===== src/lpif_consts.svh =====
////////////////////////////////////////////////////////////////////////////
// Shared sizes of the logic link: lanes, widths, buffer depth and strobe
// period. Include this where a module or the package needs a size.
////////////////////////////////////////////////////////////////////////////

`ifndef LPIF_CONSTS_SVH
`define LPIF_CONSTS_SVH

// Number of PHY lanes the link is striped over
`define LPIF_LANES      4

// User data width
`define LPIF_DATA_W     64

// Packed flit: state 4, protocol id 2, data 64
`define LPIF_FLIT_W     70

// Payload bits carried by one lane
`define LPIF_SLICE_W    19

// Lane word on the PHY, strobe bit on top of the slice
`define LPIF_LANE_W     20

// Entries in the tx and rx buffers
`define LPIF_BUF_DEPTH  8

// Cycles between persistent strobes
`define LPIF_STB_PERIOD 16

`endif


===== src/source/lpif_pkg.sv =====
////////////////////////////////////////////////////////////////////////////
// Types shared by the logic link blocks, referenced as lpif_pkg::name
////////////////////////////////////////////////////////////////////////////

`default_nettype none

`include "lpif_consts.svh"

package lpif_pkg;

  // One packed user word
  typedef logic [`LPIF_FLIT_W-1:0]  flit_t;

  // Word on one PHY lane, strobe bit on top
  typedef logic [`LPIF_LANE_W-1:0]  lane_word_t;

  // Payload part of a lane word
  typedef logic [`LPIF_SLICE_W-1:0] slice_t;

  // Credit counts
  typedef logic [7:0]               credit_t;

  // Delay settings in cycles
  typedef logic [15:0]              delay_t;

  // Debug word counters
  typedef logic [15:0]              count_t;

  // Online delay machine
  typedef enum logic [1:0] {
    SYNC_IDLE,
    SYNC_WAIT,
    SYNC_ONLINE
  } sync_state_t;

endpackage

`default_nettype wire


===== src/source/lpif_auto_sync.sv =====
////////////////////////////////////////////////////////////////////////////
// Delays tx and rx online, and drives the persistent strobe and marker bits
////////////////////////////////////////////////////////////////////////////

`timescale 1ns/10ps
`default_nettype none

`include "lpif_consts.svh"

module lpif_auto_sync (
  input  logic             clk_wr,
  input  logic             arst_n,
  input  logic             tx_online,
  input  logic             rx_online,
  input  logic [3:0]       tx_mrk_userbit,
  input  lpif_pkg::delay_t delay_x_value,
  input  lpif_pkg::delay_t delay_y_value,
  output logic             tx_online_delay,
  output logic             rx_online_delay,
  output logic             tx_auto_stb,
  output logic [3:0]       tx_auto_mrk
);

  localparam int STB_CNT_W = $clog2(`LPIF_STB_PERIOD);

  // Index 0 is the tx side, index 1 the rx side
  logic                  online_in [2];
  lpif_pkg::delay_t      delay_in  [2];
  lpif_pkg::sync_state_t state     [2];
  lpif_pkg::delay_t      wait_cnt  [2];
  logic [STB_CNT_W-1:0]  stb_cnt;

  assign online_in[0] = tx_online;
  assign online_in[1] = rx_online;
  assign delay_in[0]  = delay_y_value;
  assign delay_in[1]  = delay_x_value;

  //////////////////////////////////////////////////////////////////////////
  // Delay machines

  // Online to delayed online in delay+1 cycles, back to idle when it drops
  always_ff @(posedge clk_wr or negedge arst_n) begin
    if (!arst_n) begin
      for (int i = 0; i < 2; i++) begin
        state[i]    <= lpif_pkg::SYNC_IDLE;
        wait_cnt[i] <= '0;
      end
    end else begin
      for (int i = 0; i < 2; i++) begin
        if (!online_in[i]) begin
          state[i]    <= lpif_pkg::SYNC_IDLE;
          wait_cnt[i] <= '0;
        end else begin
          case (state[i])
            lpif_pkg::SYNC_IDLE: begin
              // Zero delay skips the wait state
              wait_cnt[i] <= 16'd1;
              state[i]    <= (delay_in[i] == '0) ? lpif_pkg::SYNC_ONLINE
                                                 : lpif_pkg::SYNC_WAIT;
            end
            lpif_pkg::SYNC_WAIT: begin
              if (wait_cnt[i] == delay_in[i]) begin
                state[i] <= lpif_pkg::SYNC_ONLINE;
              end else begin
                wait_cnt[i] <= wait_cnt[i] + 16'd1;
              end
            end
            default: begin
              // Online holds until the input falls
              state[i] <= state[i];
            end
          endcase
        end
      end
    end
  end

  assign tx_online_delay = (state[0] == lpif_pkg::SYNC_ONLINE);
  assign rx_online_delay = (state[1] == lpif_pkg::SYNC_ONLINE);

  //////////////////////////////////////////////////////////////////////////
  // Strobe and marker

  // Period counter starts at zero on the first online cycle
  always_ff @(posedge clk_wr or negedge arst_n) begin
    if (!arst_n) begin
      stb_cnt <= '0;
    end else if (!tx_online_delay) begin
      stb_cnt <= '0;
    end else if (stb_cnt == STB_CNT_W'(`LPIF_STB_PERIOD - 1)) begin
      stb_cnt <= '0;
    end else begin
      stb_cnt <= stb_cnt + 1'b1;
    end
  end

  assign tx_auto_stb = tx_online_delay && (stb_cnt == '0);
  // Marker only while online
  assign tx_auto_mrk = tx_online_delay ? tx_mrk_userbit : 4'h0;

endmodule

`default_nettype wire


===== src/source/lpif_lane.sv =====
////////////////////////////////////////////////////////////////////////////
// One PHY lane: tx retiming register, rx strobe lock and rx slice register
////////////////////////////////////////////////////////////////////////////

`timescale 1ns/10ps
`default_nettype none

`include "lpif_consts.svh"

module lpif_lane (
  input  logic                 clk_wr,
  input  logic                 arst_n,
  input  lpif_pkg::slice_t     tx_slice,
  input  logic                 tx_stb,
  input  lpif_pkg::lane_word_t rx_phy,
  output lpif_pkg::lane_word_t tx_phy,
  output lpif_pkg::slice_t     rx_slice,
  output logic                 lane_locked
);

  // Tx word and lock flag
  always_ff @(posedge clk_wr or negedge arst_n) begin
    if (!arst_n) begin
      tx_phy      <= '0;
      lane_locked <= 1'b0;
    end else begin
      // Strobe rides on top of the slice
      tx_phy <= {tx_stb, tx_slice};
      // First strobe seen locks the lane for good
      if (rx_phy[`LPIF_LANE_W-1]) begin
        lane_locked <= 1'b1;
      end
    end
  end

  // Rx payload, strobe dropped
  always_ff @(posedge clk_wr) begin
    rx_slice <= rx_phy[`LPIF_SLICE_W-1:0];
  end

endmodule

`default_nettype wire


===== src/source/lpif_lane_merge.sv =====
////////////////////////////////////////////////////////////////////////////
// Joins locked lane slices, unpacks the flit and the credit-return bit
////////////////////////////////////////////////////////////////////////////

`timescale 1ns/10ps
`default_nettype none

`include "lpif_consts.svh"

module lpif_lane_merge (
  input  logic             clk_wr,
  input  logic             arst_n,
  input  lpif_pkg::slice_t rx_slice0,
  input  lpif_pkg::slice_t rx_slice1,
  input  lpif_pkg::slice_t rx_slice2,
  input  lpif_pkg::slice_t rx_slice3,
  input  logic             lane_locked0,
  input  logic             lane_locked1,
  input  logic             lane_locked2,
  input  logic             lane_locked3,
  input  logic             rx_online_delay,
  output lpif_pkg::flit_t  rx_flit,
  output logic             rx_flit_valid,
  output logic             credit_rcvd
);

  // Bits of lane 3 below the marker
  localparam int TOP_W = `LPIF_FLIT_W + 2 - 3 * `LPIF_SLICE_W;

  // Credit bit, valid bit, flit
  logic [`LPIF_FLIT_W+1:0] joined;
  logic                    rx_enable;

  assign joined    = {rx_slice3[TOP_W-1:0], rx_slice2, rx_slice1, rx_slice0};
  // All lanes aligned and receiver up
  assign rx_enable = lane_locked0 && lane_locked1 && lane_locked2 &&
                     lane_locked3 && rx_online_delay;

  always_ff @(posedge clk_wr) begin
    rx_flit <= joined[`LPIF_FLIT_W-1:0];
  end

  always_ff @(posedge clk_wr or negedge arst_n) begin
    if (!arst_n) begin
      rx_flit_valid <= 1'b0;
      credit_rcvd   <= 1'b0;
    end else begin
      rx_flit_valid <= rx_enable && joined[`LPIF_FLIT_W];
      credit_rcvd   <= rx_enable && joined[`LPIF_FLIT_W+1];
    end
  end

endmodule

`default_nettype wire


===== src/source/lpif_lane_stripe.sv =====
////////////////////////////////////////////////////////////////////////////
// Packs marker, credit return, valid and flit, then slices them per lane
////////////////////////////////////////////////////////////////////////////

`timescale 1ns/10ps
`default_nettype none

`include "lpif_consts.svh"

module lpif_lane_stripe (
  input  logic             clk_wr,
  input  logic             arst_n,
  input  lpif_pkg::flit_t  tx_flit,
  input  logic             tx_flit_valid,
  input  logic             credit_return,
  input  logic             tx_auto_stb,
  input  logic [3:0]       tx_auto_mrk,
  input  logic             tx_online_delay,
  output lpif_pkg::slice_t lane_slice0,
  output lpif_pkg::slice_t lane_slice1,
  output lpif_pkg::slice_t lane_slice2,
  output lpif_pkg::slice_t lane_slice3,
  output logic             lane_stb
);

  localparam int SLICE_W = `LPIF_SLICE_W;
  localparam int SUPER_W = `LPIF_LANES * `LPIF_SLICE_W;

  // Marker, credit bit, valid bit, flit from the top down
  logic [SUPER_W-1:0] super_q;

  // Line stays quiet while offline
  always_ff @(posedge clk_wr or negedge arst_n) begin
    if (!arst_n) begin
      super_q  <= '0;
      lane_stb <= 1'b0;
    end else if (!tx_online_delay) begin
      super_q  <= '0;
      lane_stb <= 1'b0;
    end else begin
      super_q  <= {tx_auto_mrk, credit_return, tx_flit_valid, tx_flit};
      lane_stb <= tx_auto_stb;
    end
  end

  // Lane 0 takes the lowest slice
  assign lane_slice0 = super_q[0*SLICE_W +: SLICE_W];
  assign lane_slice1 = super_q[1*SLICE_W +: SLICE_W];
  assign lane_slice2 = super_q[2*SLICE_W +: SLICE_W];
  assign lane_slice3 = super_q[3*SLICE_W +: SLICE_W];

endmodule

`default_nettype wire


===== src/source/lpif_link_top.sv =====
////////////////////////////////////////////////////////////////////////////
// Logic link top: auto-sync, tx and rx link, stripe, four lanes and merge
////////////////////////////////////////////////////////////////////////////

`timescale 1ns/10ps
`default_nettype none

`include "lpif_consts.svh"

module lpif_link_top (
  input  logic                    clk_wr,
  input  logic                    arst_n,
  // Control
  input  logic                    tx_online,
  input  logic                    rx_online,
  input  logic [3:0]              tx_mrk_userbit,
  input  lpif_pkg::delay_t        delay_x_value,
  input  lpif_pkg::delay_t        delay_y_value,
  input  lpif_pkg::credit_t       init_downstream_credit,
  // Downstream channel
  input  logic                    dstrm_valid,
  input  logic [3:0]              dstrm_state,
  input  logic [1:0]              dstrm_protid,
  input  logic [`LPIF_DATA_W-1:0] dstrm_data,
  output logic                    dstrm_credit,
  // Upstream channel
  output logic                    ustrm_valid,
  output logic [3:0]              ustrm_state,
  output logic [1:0]              ustrm_protid,
  output logic [`LPIF_DATA_W-1:0] ustrm_data,
  input  logic                    ustrm_ready,
  // Debug
  output logic [31:0]             tx_debug_status,
  output logic [31:0]             rx_debug_status,
  // PHY
  output lpif_pkg::lane_word_t    tx_phy0,
  output lpif_pkg::lane_word_t    tx_phy1,
  output lpif_pkg::lane_word_t    tx_phy2,
  output lpif_pkg::lane_word_t    tx_phy3,
  input  lpif_pkg::lane_word_t    rx_phy0,
  input  lpif_pkg::lane_word_t    rx_phy1,
  input  lpif_pkg::lane_word_t    rx_phy2,
  input  lpif_pkg::lane_word_t    rx_phy3
);

  //////////////////////////////////////////////////////////////////////////
  // Interconnect

  logic                 tx_online_delay;
  logic                 rx_online_delay;
  logic                 tx_auto_stb;
  logic [3:0]           tx_auto_mrk;
  lpif_pkg::flit_t      tx_flit;
  logic                 tx_flit_valid;
  lpif_pkg::flit_t      rx_flit;
  logic                 rx_flit_valid;
  logic                 credit_return;
  logic                 credit_rcvd;
  logic                 lane_stb;
  lpif_pkg::slice_t     tx_slice    [`LPIF_LANES];
  lpif_pkg::slice_t     rx_slice    [`LPIF_LANES];
  lpif_pkg::lane_word_t tx_phy_w    [`LPIF_LANES];
  lpif_pkg::lane_word_t rx_phy_w    [`LPIF_LANES];
  logic                 lane_locked [`LPIF_LANES];

  assign tx_phy0     = tx_phy_w[0];
  assign tx_phy1     = tx_phy_w[1];
  assign tx_phy2     = tx_phy_w[2];
  assign tx_phy3     = tx_phy_w[3];
  assign rx_phy_w[0] = rx_phy0;
  assign rx_phy_w[1] = rx_phy1;
  assign rx_phy_w[2] = rx_phy2;
  assign rx_phy_w[3] = rx_phy3;

  //////////////////////////////////////////////////////////////////////////
  // Sync and link layers

  lpif_auto_sync u_auto_sync (
    .clk_wr          (clk_wr),
    .arst_n          (arst_n),
    .tx_online       (tx_online),
    .rx_online       (rx_online),
    .tx_mrk_userbit  (tx_mrk_userbit),
    .delay_x_value   (delay_x_value),
    .delay_y_value   (delay_y_value),
    .tx_online_delay (tx_online_delay),
    .rx_online_delay (rx_online_delay),
    .tx_auto_stb     (tx_auto_stb),
    .tx_auto_mrk     (tx_auto_mrk)
  );

  lpif_tx_link u_tx_link (
    .clk_wr                 (clk_wr),
    .arst_n                 (arst_n),
    .dstrm_valid            (dstrm_valid),
    .dstrm_state            (dstrm_state),
    .dstrm_protid           (dstrm_protid),
    .dstrm_data             (dstrm_data),
    .tx_online_delay        (tx_online_delay),
    .init_downstream_credit (init_downstream_credit),
    .credit_rcvd            (credit_rcvd),
    .dstrm_credit           (dstrm_credit),
    .tx_flit                (tx_flit),
    .tx_flit_valid          (tx_flit_valid),
    .tx_debug_status        (tx_debug_status)
  );

  lpif_rx_link u_rx_link (
    .clk_wr          (clk_wr),
    .arst_n          (arst_n),
    .rx_flit         (rx_flit),
    .rx_flit_valid   (rx_flit_valid),
    .ustrm_ready     (ustrm_ready),
    .ustrm_valid     (ustrm_valid),
    .ustrm_state     (ustrm_state),
    .ustrm_protid    (ustrm_protid),
    .ustrm_data      (ustrm_data),
    .credit_return   (credit_return),
    .rx_debug_status (rx_debug_status)
  );

  //////////////////////////////////////////////////////////////////////////
  // Stripe, lanes and merge

  lpif_lane_stripe u_stripe (
    .clk_wr          (clk_wr),
    .arst_n          (arst_n),
    .tx_flit         (tx_flit),
    .tx_flit_valid   (tx_flit_valid),
    .credit_return   (credit_return),
    .tx_auto_stb     (tx_auto_stb),
    .tx_auto_mrk     (tx_auto_mrk),
    .tx_online_delay (tx_online_delay),
    .lane_slice0     (tx_slice[0]),
    .lane_slice1     (tx_slice[1]),
    .lane_slice2     (tx_slice[2]),
    .lane_slice3     (tx_slice[3]),
    .lane_stb        (lane_stb)
  );

  // Every lane carries the same strobe
  for (genvar i = 0; i < `LPIF_LANES; i++) begin : g_lane
    lpif_lane u_lane (
      .clk_wr      (clk_wr),
      .arst_n      (arst_n),
      .tx_slice    (tx_slice[i]),
      .tx_stb      (lane_stb),
      .rx_phy      (rx_phy_w[i]),
      .tx_phy      (tx_phy_w[i]),
      .rx_slice    (rx_slice[i]),
      .lane_locked (lane_locked[i])
    );
  end

  lpif_lane_merge u_merge (
    .clk_wr          (clk_wr),
    .arst_n          (arst_n),
    .rx_slice0       (rx_slice[0]),
    .rx_slice1       (rx_slice[1]),
    .rx_slice2       (rx_slice[2]),
    .rx_slice3       (rx_slice[3]),
    .lane_locked0    (lane_locked[0]),
    .lane_locked1    (lane_locked[1]),
    .lane_locked2    (lane_locked[2]),
    .lane_locked3    (lane_locked[3]),
    .rx_online_delay (rx_online_delay),
    .rx_flit         (rx_flit),
    .rx_flit_valid   (rx_flit_valid),
    .credit_rcvd     (credit_rcvd)
  );

endmodule

`default_nettype wire


===== src/source/lpif_rx_link.sv =====
////////////////////////////////////////////////////////////////////////////
// Receive side: buffers flits, drives upstream, returns a credit per pop
////////////////////////////////////////////////////////////////////////////

`timescale 1ns/10ps
`default_nettype none

`include "lpif_consts.svh"

module lpif_rx_link (
  input  logic                    clk_wr,
  input  logic                    arst_n,
  input  lpif_pkg::flit_t         rx_flit,
  input  logic                    rx_flit_valid,
  input  logic                    ustrm_ready,
  output logic                    ustrm_valid,
  output logic [3:0]              ustrm_state,
  output logic [1:0]              ustrm_protid,
  output logic [`LPIF_DATA_W-1:0] ustrm_data,
  output logic                    credit_return,
  output logic [31:0]             rx_debug_status
);

  localparam int PTR_W = $clog2(`LPIF_BUF_DEPTH);

  lpif_pkg::flit_t  buf_mem [`LPIF_BUF_DEPTH];
  lpif_pkg::flit_t  head;
  logic [PTR_W-1:0] wr_ptr;
  logic [PTR_W-1:0] rd_ptr;
  logic [PTR_W:0]   fill;
  lpif_pkg::count_t rcvd_cnt;
  logic             pop;

  // Head of buffer shown upstream
  assign head        = buf_mem[rd_ptr];
  assign ustrm_valid = (fill != '0);
  assign {ustrm_state, ustrm_protid, ustrm_data} = head;
  assign pop         = ustrm_valid && ustrm_ready;

  // Flit storage
  always_ff @(posedge clk_wr) begin
    if (rx_flit_valid) begin
      buf_mem[wr_ptr] <= rx_flit;
    end
  end

  // Link credits keep the buffer from overflowing
  always_ff @(posedge clk_wr or negedge arst_n) begin
    if (!arst_n) begin
      wr_ptr        <= '0;
      rd_ptr        <= '0;
      fill          <= '0;
      rcvd_cnt      <= '0;
      credit_return <= 1'b0;
    end else begin
      if (rx_flit_valid) begin
        wr_ptr   <= wr_ptr + 1'b1;
        rcvd_cnt <= rcvd_cnt + 16'd1;
      end
      if (pop) begin
        rd_ptr <= rd_ptr + 1'b1;
      end
      case ({rx_flit_valid, pop})
        2'b10:   fill <= fill + 1'b1;
        2'b01:   fill <= fill - 1'b1;
        default: fill <= fill;
      endcase
      // Freed entry goes back to the far transmitter
      credit_return <= pop;
    end
  end

  // Received words on top, buffer fill in the low byte
  assign rx_debug_status = {rcvd_cnt, 8'h00, 8'(fill)};

endmodule

`default_nettype wire


===== src/source/lpif_tx_link.sv =====
////////////////////////////////////////////////////////////////////////////
// Transmit side: buffers user words and sends them against link credits
////////////////////////////////////////////////////////////////////////////

`timescale 1ns/10ps
`default_nettype none

`include "lpif_consts.svh"

module lpif_tx_link (
  input  logic                    clk_wr,
  input  logic                    arst_n,
  input  logic                    dstrm_valid,
  input  logic [3:0]              dstrm_state,
  input  logic [1:0]              dstrm_protid,
  input  logic [`LPIF_DATA_W-1:0] dstrm_data,
  input  logic                    tx_online_delay,
  input  lpif_pkg::credit_t       init_downstream_credit,
  input  logic                    credit_rcvd,
  output logic                    dstrm_credit,
  output lpif_pkg::flit_t         tx_flit,
  output logic                    tx_flit_valid,
  output logic [31:0]             tx_debug_status
);

  localparam int PTR_W = $clog2(`LPIF_BUF_DEPTH);

  lpif_pkg::flit_t   buf_mem [`LPIF_BUF_DEPTH];
  logic [PTR_W-1:0]  wr_ptr;
  logic [PTR_W-1:0]  rd_ptr;
  logic [PTR_W:0]    fill;
  lpif_pkg::credit_t link_credit;
  lpif_pkg::count_t  sent_cnt;
  logic              online_q;
  logic              pop;

  // Send when a word waits, the far end has room and the link is up
  assign pop           = (fill != '0) && (link_credit != '0) && tx_online_delay;
  assign tx_flit       = buf_mem[rd_ptr];
  assign tx_flit_valid = pop;

  // Word storage
  always_ff @(posedge clk_wr) begin
    if (dstrm_valid) begin
      buf_mem[wr_ptr] <= {dstrm_state, dstrm_protid, dstrm_data};
    end
  end

  //////////////////////////////////////////////////////////////////////////
  // Buffer control and user credits

  always_ff @(posedge clk_wr or negedge arst_n) begin
    if (!arst_n) begin
      wr_ptr       <= '0;
      rd_ptr       <= '0;
      fill         <= '0;
      dstrm_credit <= 1'b0;
      sent_cnt     <= '0;
    end else begin
      if (dstrm_valid) begin
        wr_ptr <= wr_ptr + 1'b1;
      end
      if (pop) begin
        rd_ptr   <= rd_ptr + 1'b1;
        sent_cnt <= sent_cnt + 16'd1;
      end
      case ({dstrm_valid, pop})
        2'b10:   fill <= fill + 1'b1;
        2'b01:   fill <= fill - 1'b1;
        default: fill <= fill;
      endcase
      // One user credit per word leaving the buffer
      dstrm_credit <= pop;
    end
  end

  //////////////////////////////////////////////////////////////////////////
  // Link credit counter

  always_ff @(posedge clk_wr or negedge arst_n) begin
    if (!arst_n) begin
      online_q    <= 1'b0;
      link_credit <= '0;
    end else begin
      online_q <= tx_online_delay;
      if (!tx_online_delay) begin
        link_credit <= '0;
      end else if (!online_q) begin
        // Load on the rising edge of online
        link_credit <= init_downstream_credit;
      end else begin
        // Send and return together cancel out
        case ({pop, credit_rcvd})
          2'b10:   link_credit <= link_credit - 8'd1;
          2'b01:   link_credit <= link_credit + 8'd1;
          default: link_credit <= link_credit;
        endcase
      end
    end
  end

  // Sent words on top, live credits in the low byte
  assign tx_debug_status = {sent_cnt, 8'h00, link_credit};

endmodule

`default_nettype wire


===== config.mk =====
export PLATFORM = sky130hd
export DESIGN_NAME = lpif_link_top
export DESIGN_NICKNAME = d
export VERILOG_FILES = /design/src/source/lpif_pkg.sv /design/src/source/lpif_auto_sync.sv /design/src/source/lpif_lane.sv /design/src/source/lpif_lane_merge.sv /design/src/source/lpif_lane_stripe.sv /design/src/source/lpif_link_top.sv /design/src/source/lpif_rx_link.sv /design/src/source/lpif_tx_link.sv
export VERILOG_INCLUDE_DIRS = /design/src
export SDC_FILE = /design/constraint.sdc
export NUM_CORES = 2
export LEC_CHECK = 0
export CAP_MARGIN = 10
export CORE_MARGIN = 3
export CORE_UTILIZATION = 57
export CTS_CLUSTER_DIAMETER = 200
export DETAILED_ROUTE_END_ITERATION = 6
export DONT_BUFFER_PORTS = 1
export GPL_TIMING_DRIVEN = 0
export MAX_ROUTING_LAYER = met4
export PLACE_DENSITY = 0.83
export SYNTH_ARGS = -nofsm -noshare
export SYNTH_HDL_FRONTEND = slang
export SYNTH_SLANG_ARGS = --single-unit

===== constraint.sdc =====
create_clock -name clk_wr -period 5.9 [get_ports clk_wr]
set_input_delay 0 -clock clk_wr [delete_from_list [all_inputs] [get_ports clk_wr]]
set_output_delay 0 -clock clk_wr [all_outputs]
set_load 0.005 [all_outputs]

Yosys cells after proc, flatten, opt, wreduce, memory -nomap -nowiden
Memory sizes are Yosys's and may differ from the RTL's.
Cells that the tools add are included.
{ "word_totals": {"register_bits": 408, "mem_bits_rw": 1120, "out_inout_bits": 216, "mem_count": 2} }
{ "mem_list": {"columns": ["name", "depth", "width", "read_ports", "rd_clocked_by_memory_dff", "wr", "line", "rtl"], "rows": [
  ["u_rx_link.buf_mem", 8, 70, 1, 0, 1, "lpif_rx_link.sv:26", "lpif_pkg::flit_t buf_mem [`LPIF_BUF_DEPTH];"],
  ["u_tx_link.buf_mem", 8, 70, 1, 0, 1, "lpif_tx_link.sv:28", "lpif_pkg::flit_t buf_mem [`LPIF_BUF_DEPTH];"]
]} }
{ "op_classes": {"n_addsub": 15, "eq_ne": 20, "n_mux": 27, "n_reduce_logical": 24} }
{ "ops": {"columns": ["operator", "n"], "rows": [
  ["76-bit 2-to-1 mux", 1],
  ["16-bit by 1-bit adder with 16-bit output (second input constant)", 4],
  ["16-bit 2-to-1 mux", 4],
  ["16-bit case mux with 2 select lines", 2],
  ["16-bit == test", 2],
  ["16-bit logical NOT", 2],
  ["8-bit 2-to-1 mux", 2],
  ["4-bit case mux with 2 select lines", 2],
  ["8-bit case mux with 2 select lines", 1],
  ["3-bit by 1-bit adder with 3-bit output (second input constant)", 4],
  ["4-bit by 1-bit adder with 4-bit output (second input constant)", 3],
  ["2-bit 2-to-1 mux", 6],
  ["2-bit by 1-bit == test with 1-bit output (second input constant)", 5],
  ["2-bit == test (second input constant)", 5],
  ["1-bit logical AND", 10],
  ["8-bit by 1-bit adder with 8-bit output (second input constant)", 1],
  ["4-bit 2-to-1 mux", 2],
  ["2-bit case mux with 2 select lines", 2],
  ["2-bit AND reduction", 4],
  ["4-bit nonzero test", 2],
  ["8-bit nonzero test", 1],
  ["4-bit by 1-bit subtractor with 4-bit output (second input constant)", 2],
  ["8-bit by 1-bit subtractor with 8-bit output (second input constant)", 1],
  ["3-bit by 1-bit inequality test with 1-bit output (second input constant)", 2],
  ["other kinds (8)", 16]
]} }

Longest topological paths before layout
{ "depth": {"ltp_word": 7, "mapped_depth": 12, "depth_no_buf": 10} }

Modules after synthesis
A second synthesis with hierarchy kept.
{ "hier_totals": {"cells_unflattened": 2700, "area_unflattened_um2": 56031.2} }
{ "by_module_without_submodules": {"columns": ["mod", "instances", "cells_per_inst", "area_per_inst_um2", "seq_area_each_um2"], "rows": [
  ["lpif_tx_link", 1, 1021, 23163.5, 17717.0],
  ["lpif_rx_link", 1, 938, 22379.0, 17491.8],
  ["lpif_lane", 4, 41, 912.1, 905.9],
  ["lpif_auto_sync", 1, 338, 2891.5, 1001.0],
  ["lpif_lane_stripe", 1, 162, 2473.6, 1926.8],
  ["lpif_lane_merge", 1, 77, 1475.2, 1451.4]
]} }

Worst setup path before layout
OpenSTA, ideal clock, no wires.
{ "synth_timing": {"path_kind": "register to register", "from": "register u_merge.rx_flit_valid", "to": "memory u_rx_link.buf_mem[0][0] (netlist bit), enable pin", "setup_time_ps": 584, "arrival_ps": 5579, "required_ps": 5316, "setup_slack_ps": -263, "stages_incl_launch_ff": 4, "path_buffers": 1, "period_less_slack_ps": 6163, "path_cell_list": "dfrtp_1 -> clkbuf_1 -> nand2b_1 -> nor3_1"} }
{ "synth_between": {"elab_chain_cells": 2} }
{ "synth_lines": {"columns": ["item", "line", "rtl"], "rows": [
  ["start, declared", "lpif_lane_merge.sv:23", "output logic rx_flit_valid,"],
  ["start signal, assigned", "lpif_lane_merge.sv:48", "rx_flit_valid <= rx_enable && joined[`LPIF_FLIT_W];"],
  ["1-bit 2-to-1 mux", "lpif_rx_link.sv:42", "if (rx_flit_valid) begin"],
  ["1-bit 2-to-1 mux (implied by the code)", "lpif_rx_link.sv:43", "buf_mem[wr_ptr] <= rx_flit;"],
  ["end, declared", "lpif_rx_link.sv:26", null]
]} }
No other way between the ends.

Worst setup path after layout
{ "layout_timing": {"from": "register u_rx_link.rd_ptr[0]", "to": "output ustrm_data[37]"} }
{ "layout_between": {"elab_chain_cells": 1} }
{ "layout_lines": {"columns": ["item", "line", "rtl"], "rows": [
  ["start, declared", "lpif_rx_link.sv:29", "logic [PTR_W-1:0] rd_ptr;"],
  ["start signal, assigned", "lpif_rx_link.sv:61", "rd_ptr <= rd_ptr + 1'b1;"],
  ["memory read 8 x 70 bit", null, null],
  ["end, declared", "lpif_link_top.sv:30", "output logic [`LPIF_DATA_W-1:0] ustrm_data,"]
]} }
No other way between the ends.

==> impl_summary.txt <==
----------------------------------------------------
[Global route]
  Wire length of the first global-routing pass ... roughly 200,000 um
  Initial antenna violation count ... 12
  Maximum number of pins on one net before global-route repair ... 263
  Via count of the first global-routing pass ... 29,600
  Total Routing Usage GR ... 0.283
  Final global-route overflow total ... 0

[Cells and area]
  Design Area, Final ... 0.0657 mm2
  Layout cells sized above 1 ... 0.220
  Area growth syn-to-layout ... 19.4%
  Filler instances ... 5,432
  Post-route insts no fill ... 4,537
  Final net count ... 3,361

[Floorplanning]
  X dimension of the die ... 317 um
  Number of rows created at floorplan ... 113
  Top-level I/O count ... 416
  Core Footprint ... 0.0954 mm2
  Height of the die ... 317 um
  Die footprint ... 0.100 mm2
  Effective utilization at floorplan ... 0.577

[Clocking]
  Clock net sink count ... 1,524
  Post-cts sizing count ... 0
  TritonCTS clock tree ... done
  Clock slew seen by the registers of the worst setup and hold paths ... 0.07 ns
  Max Buffers Root-to-Sink ... 3
  Number of clock buffers inserted by TritonCTS ... roughly 150
  Library cell used as clock root buffer ... clkbuf_16
  Clock latency of the later-clocked register in the worst-skew pair ... 0.75 ns
  H-tree Lvls ... 4

[Logic synthesis]
  Proportion of netlist area held by the largest area contributor ... 0.611
  Number of enable-type register cells in the synthesized netlist ... 1,120
  Syn. warnings ... 0
  Fraction of the yosys area taken by sequential cells ... 0.782
  Cell type with the highest aggregate area in the netlist ... edfxtp_1
  Netlist Area Pre-Place ... roughly 0.055 mm2
  Post-Syn Instances ... 2,642
  Leading post-synthesis cells by cell area ... edfxtp_1, dfrtp_1, mux4_2, dfxtp_1, mux2_2
  Synth cell types ... 56
  Flip-flop and latch count after synthesis ... ~1,500
  Share of async-settable or async-resettable flops after synthesis ... 0.172
  Main flop type after synthesis ... edfxtp_1
  Average footprint of a synthesized cell ... about 21 um2

[Setup path]
  Critical path cell sequence ... clkbuf_1, clkbuf_1, buf_2, mux4_2, mux2_2
  Required @ worst endpoint ... 5.90 ns
  Slowest stage cell on the critical path ... clkbuf_1
  Launch point of the worst path ... u_rx_link.rd_ptr[0]$_DFFE_PN0P_
  Origin of the critical flop-to-flop path ... u_tx_link.link_credit[5]$_DFFE_PN0P_
  Critical path start-end classification ... reg2out
  Startpoint kind of the worst setup timing path ... flip-flop
  Endpoint arrival time on the critical path ... 3.68 ns
  Highest fanout seen on the critical path ... 10
  Highest cell delay on the worst timing path ... 0.64 ns
  Cell seen most often among critical-path stages ... clkbuf_1
  Sort of element at the end of the critical path ... output port

[Timing]
  Portion of the clock cycle consumed by the worst path in the final layout ... 0.624
  Final WS setup ... 2.22 ns
  Transition time at the pin with the least slew margin ... 1.15 ns
  Hold WS ... -0.0132 ns
  Relative max-transition margin ... 0.227
  F_max ... 272 MHz
  Hold Vio Cnt, Final ... 7
  Clock Skews ... 0.0396 ns
  Max Slew Vio Count ... 0
  RSZ-0062 raised after global routing ... no
  Setup violators final ... 0
  Fin crit period ... 3.68 ns

[Run]
  Number of max-cap violations ... 0

[Placement]
  Placement Setup Slack ... ~2.6 ns
  Cells after DPL ... 3,986
  Final weighted congestion of routability-driven global placement ... 0.856
  Hpwl dp ... 76,300 um
  Buffers added on ports ... 0
  Placed standard-cell area ... 0.0580 mm2

[Detailed routing]
  DR vias/cell ... ~6.2
  Drt first pass iters ... 5
  Via count ... 28,200
  Overall routed net length ... 137,000 um
  Initial DRC count ... 3,215
  Antenna-violating nets left ... 0
  Detailed-route DRC error count ... 0
  Wirelength per Cell ... around 30 um

[Pwr]
  IR drop worst, VDD ... 0.417 mV
  Register share of total power ... 0.478
  Clock power frac ... 0.366
  Net Sw Frac ... 0.257
  Internal Pwr Total ... 19.7 mW
  Design Power ... roughly 27 mW
  Portion of total power attributed to combinational logic ... 0.155
  Power dissipated by switching net loads ... slightly below 7 mW
  LEAKAGE ... 22.7 nW
  P per Cell Area ... roughly 400 mW/mm2

[Outcome]
  Violations in the final reports ... negative hold slack
  Result of the run ... finished, violations left

[Worst hold path]
  Worst Hold Class ... in2async

----------------------------------------------------
cell type report:
cell class                 count  area [um2]  area share
sequential                  1524       43000       0.655
multi-input combinational    987       11500       0.175
clock buffer                 201        4150      0.0631
timing repair buffer         326        3870      0.0589
tap                         1265        1580      0.0241
clock inverter                71         845      0.0129
buffer                       129         609     0.00927
inverter                      21        78.8     0.00120
antenna                       13        32.5    0.000495
cell families after synthesis:
group	count (synthesis)	share of synthesized area
flip-flops	1524	0.782
XOR/XNOR	98	0.0157
other	1	0.0000681
buffers and inverters	150	0.0125
AO/OA/AOI/OAI	72	0.00864
adder cells (fa/ha/maj)	26	0.00632
multiplexers	437	0.145
AND/OR/NAND/NOR	334	0.0301
metrics by stage:
step / TNS [ns] / hold WS, ns / util
final: 0 / -0.0132 / 0.689
after global routing: 0 / 0.0123 / 0.689
after detailed placement: 0 / -0.291 / 0.608
after global placement: -1803.34 / -0.289 / 0.594
after floorplan: 0 / -0.296 / -
after CTS: 0 / 0.0206 / 0.688
critical path, delay by kind of cell (launching register included):
family                 cells  cell delay [ns]
muxes                      2             0.94
buffers and inverters      3             1.63
DFF                        1             0.37
cells in the mapped netlist (4+ instances only):
cell	n
nor4_1	16
o211ai_1	4
nor3_1	15
and3_1	17
a21oi_1	15
a31oi_1	5
ha_1	23
dfxtp_1	142
clkbuf_1	66
or2_2	5
a311oi_1	4
xor2_1	37
nor3b_1	5
mux2_2	78
nor2_1	123
buf_1	16
a21o_1	5
xnor2_1	60
nand2_1	54
inv_1	21
a21boi_0	4
mux4_2	280
and4_1	4
and2_1	5
buf_2	22
mux2i_1	79
nand2b_1	12
buf_4	24
or4_1	4
edfxtp_1	1120
nand4_1	26
o21ai_0	20
dfrtp_1	262
nand3_1	28
nor4b_1	7
worst paths after layout:
kind / slack, ns / to / depth (start not counted)
max: 2.22 / ustrm_data[37] / 5
min: -0.01 / u_auto_sync.wait_cnt[8]$_DFFE_PN0P_ / 2
max reg2reg: 2.43 / u_tx_link.link_credit[7]$_DFFE_PN0P_ / 10
min reg2reg: 0.32 / u_merge.rx_flit[16]$_DFF_P_ / 0
max in group asynchronous: 4.75 / u_stripe.super_q[55]$_DFF_PN0_ / 3
min in group clk_wr: 0.10 / u_tx_link.buf_mem[5][51]$_DFFE_PP_ / 1
sequential cells by signal (all words and copies together), names as in the netlist:
register / count
u_tx_link.online_q: 1
u_stripe.lane_stb: 1
u_auto_sync.wait_cnt: 32
g_lane.u_lane.tx_phy: 77
u_rx_link.rd_ptr: 3
g_lane.u_lane.rx_slice: 72
u_rx_link.buf_mem: 560
u_tx_link.fill: 4
u_rx_link.credit_return: 1
u_stripe.super_q: 76
u_rx_link.rcvd_cnt: 16
u_tx_link.buf_mem: 560
u_merge.rx_flit_valid: 1
u_tx_link.sent_cnt: 16
u_tx_link.rd_ptr: 3
u_auto_sync.state: 4
u_rx_link.wr_ptr: 3
u_rx_link.fill: 4
u_merge.rx_flit: 70
g_lane.u_lane.lane_locked: 4
u_tx_link.wr_ptr: 3
u_auto_sync.stb_cnt: 4
u_merge.credit_rcvd: 1
u_tx_link.link_credit: 8
per-layer routing:
layer  wire (um)  part of all wire  global-route usage
met3       12400             0.091              0.0595
met2       71400              0.52               0.474
met4        5170             0.038               0.104
met1       48100              0.35               0.345
met5           0                 0                   -
power by group through the flow:
stage / registers [mW] / clock network (mW) / logic, mW
2_1_floorplan: 12.8 / 0 / 2.50
3_3_place_gp: 12.9 / 0 / 3.50
3_5_place_dp: 12.8 / 0 / 3.82
4_1_cts: 12.7 / 9.77 / 4.11
5_1_grt: 12.7 / 10.2 / 4.35
6_report: 12.7 / 9.71 / 4.12
cell usage in the layout, fill, tap and decap left out, drive strengths merged, types with 38 or more instances in the layout:
cell type,n
clkbuf,267
nor2,123
buf,125
dfrtp,262
dlygate4sd3,264
mux4,280
xor2,38
xnor2,60
mux2i,79
dfxtp,142
nand2,54
edfxtp,1120
clkinv,49
mux2,78
what timing repair did:
| item | CTS | global route |
|---|---|---|
| hold buffers | 265 | 0 |
| buffers inserted | 0 | 0 |
| hold endpoints to repair | 1039 | 0 |
No activity file was read; power rests on OpenSTA's default activity.
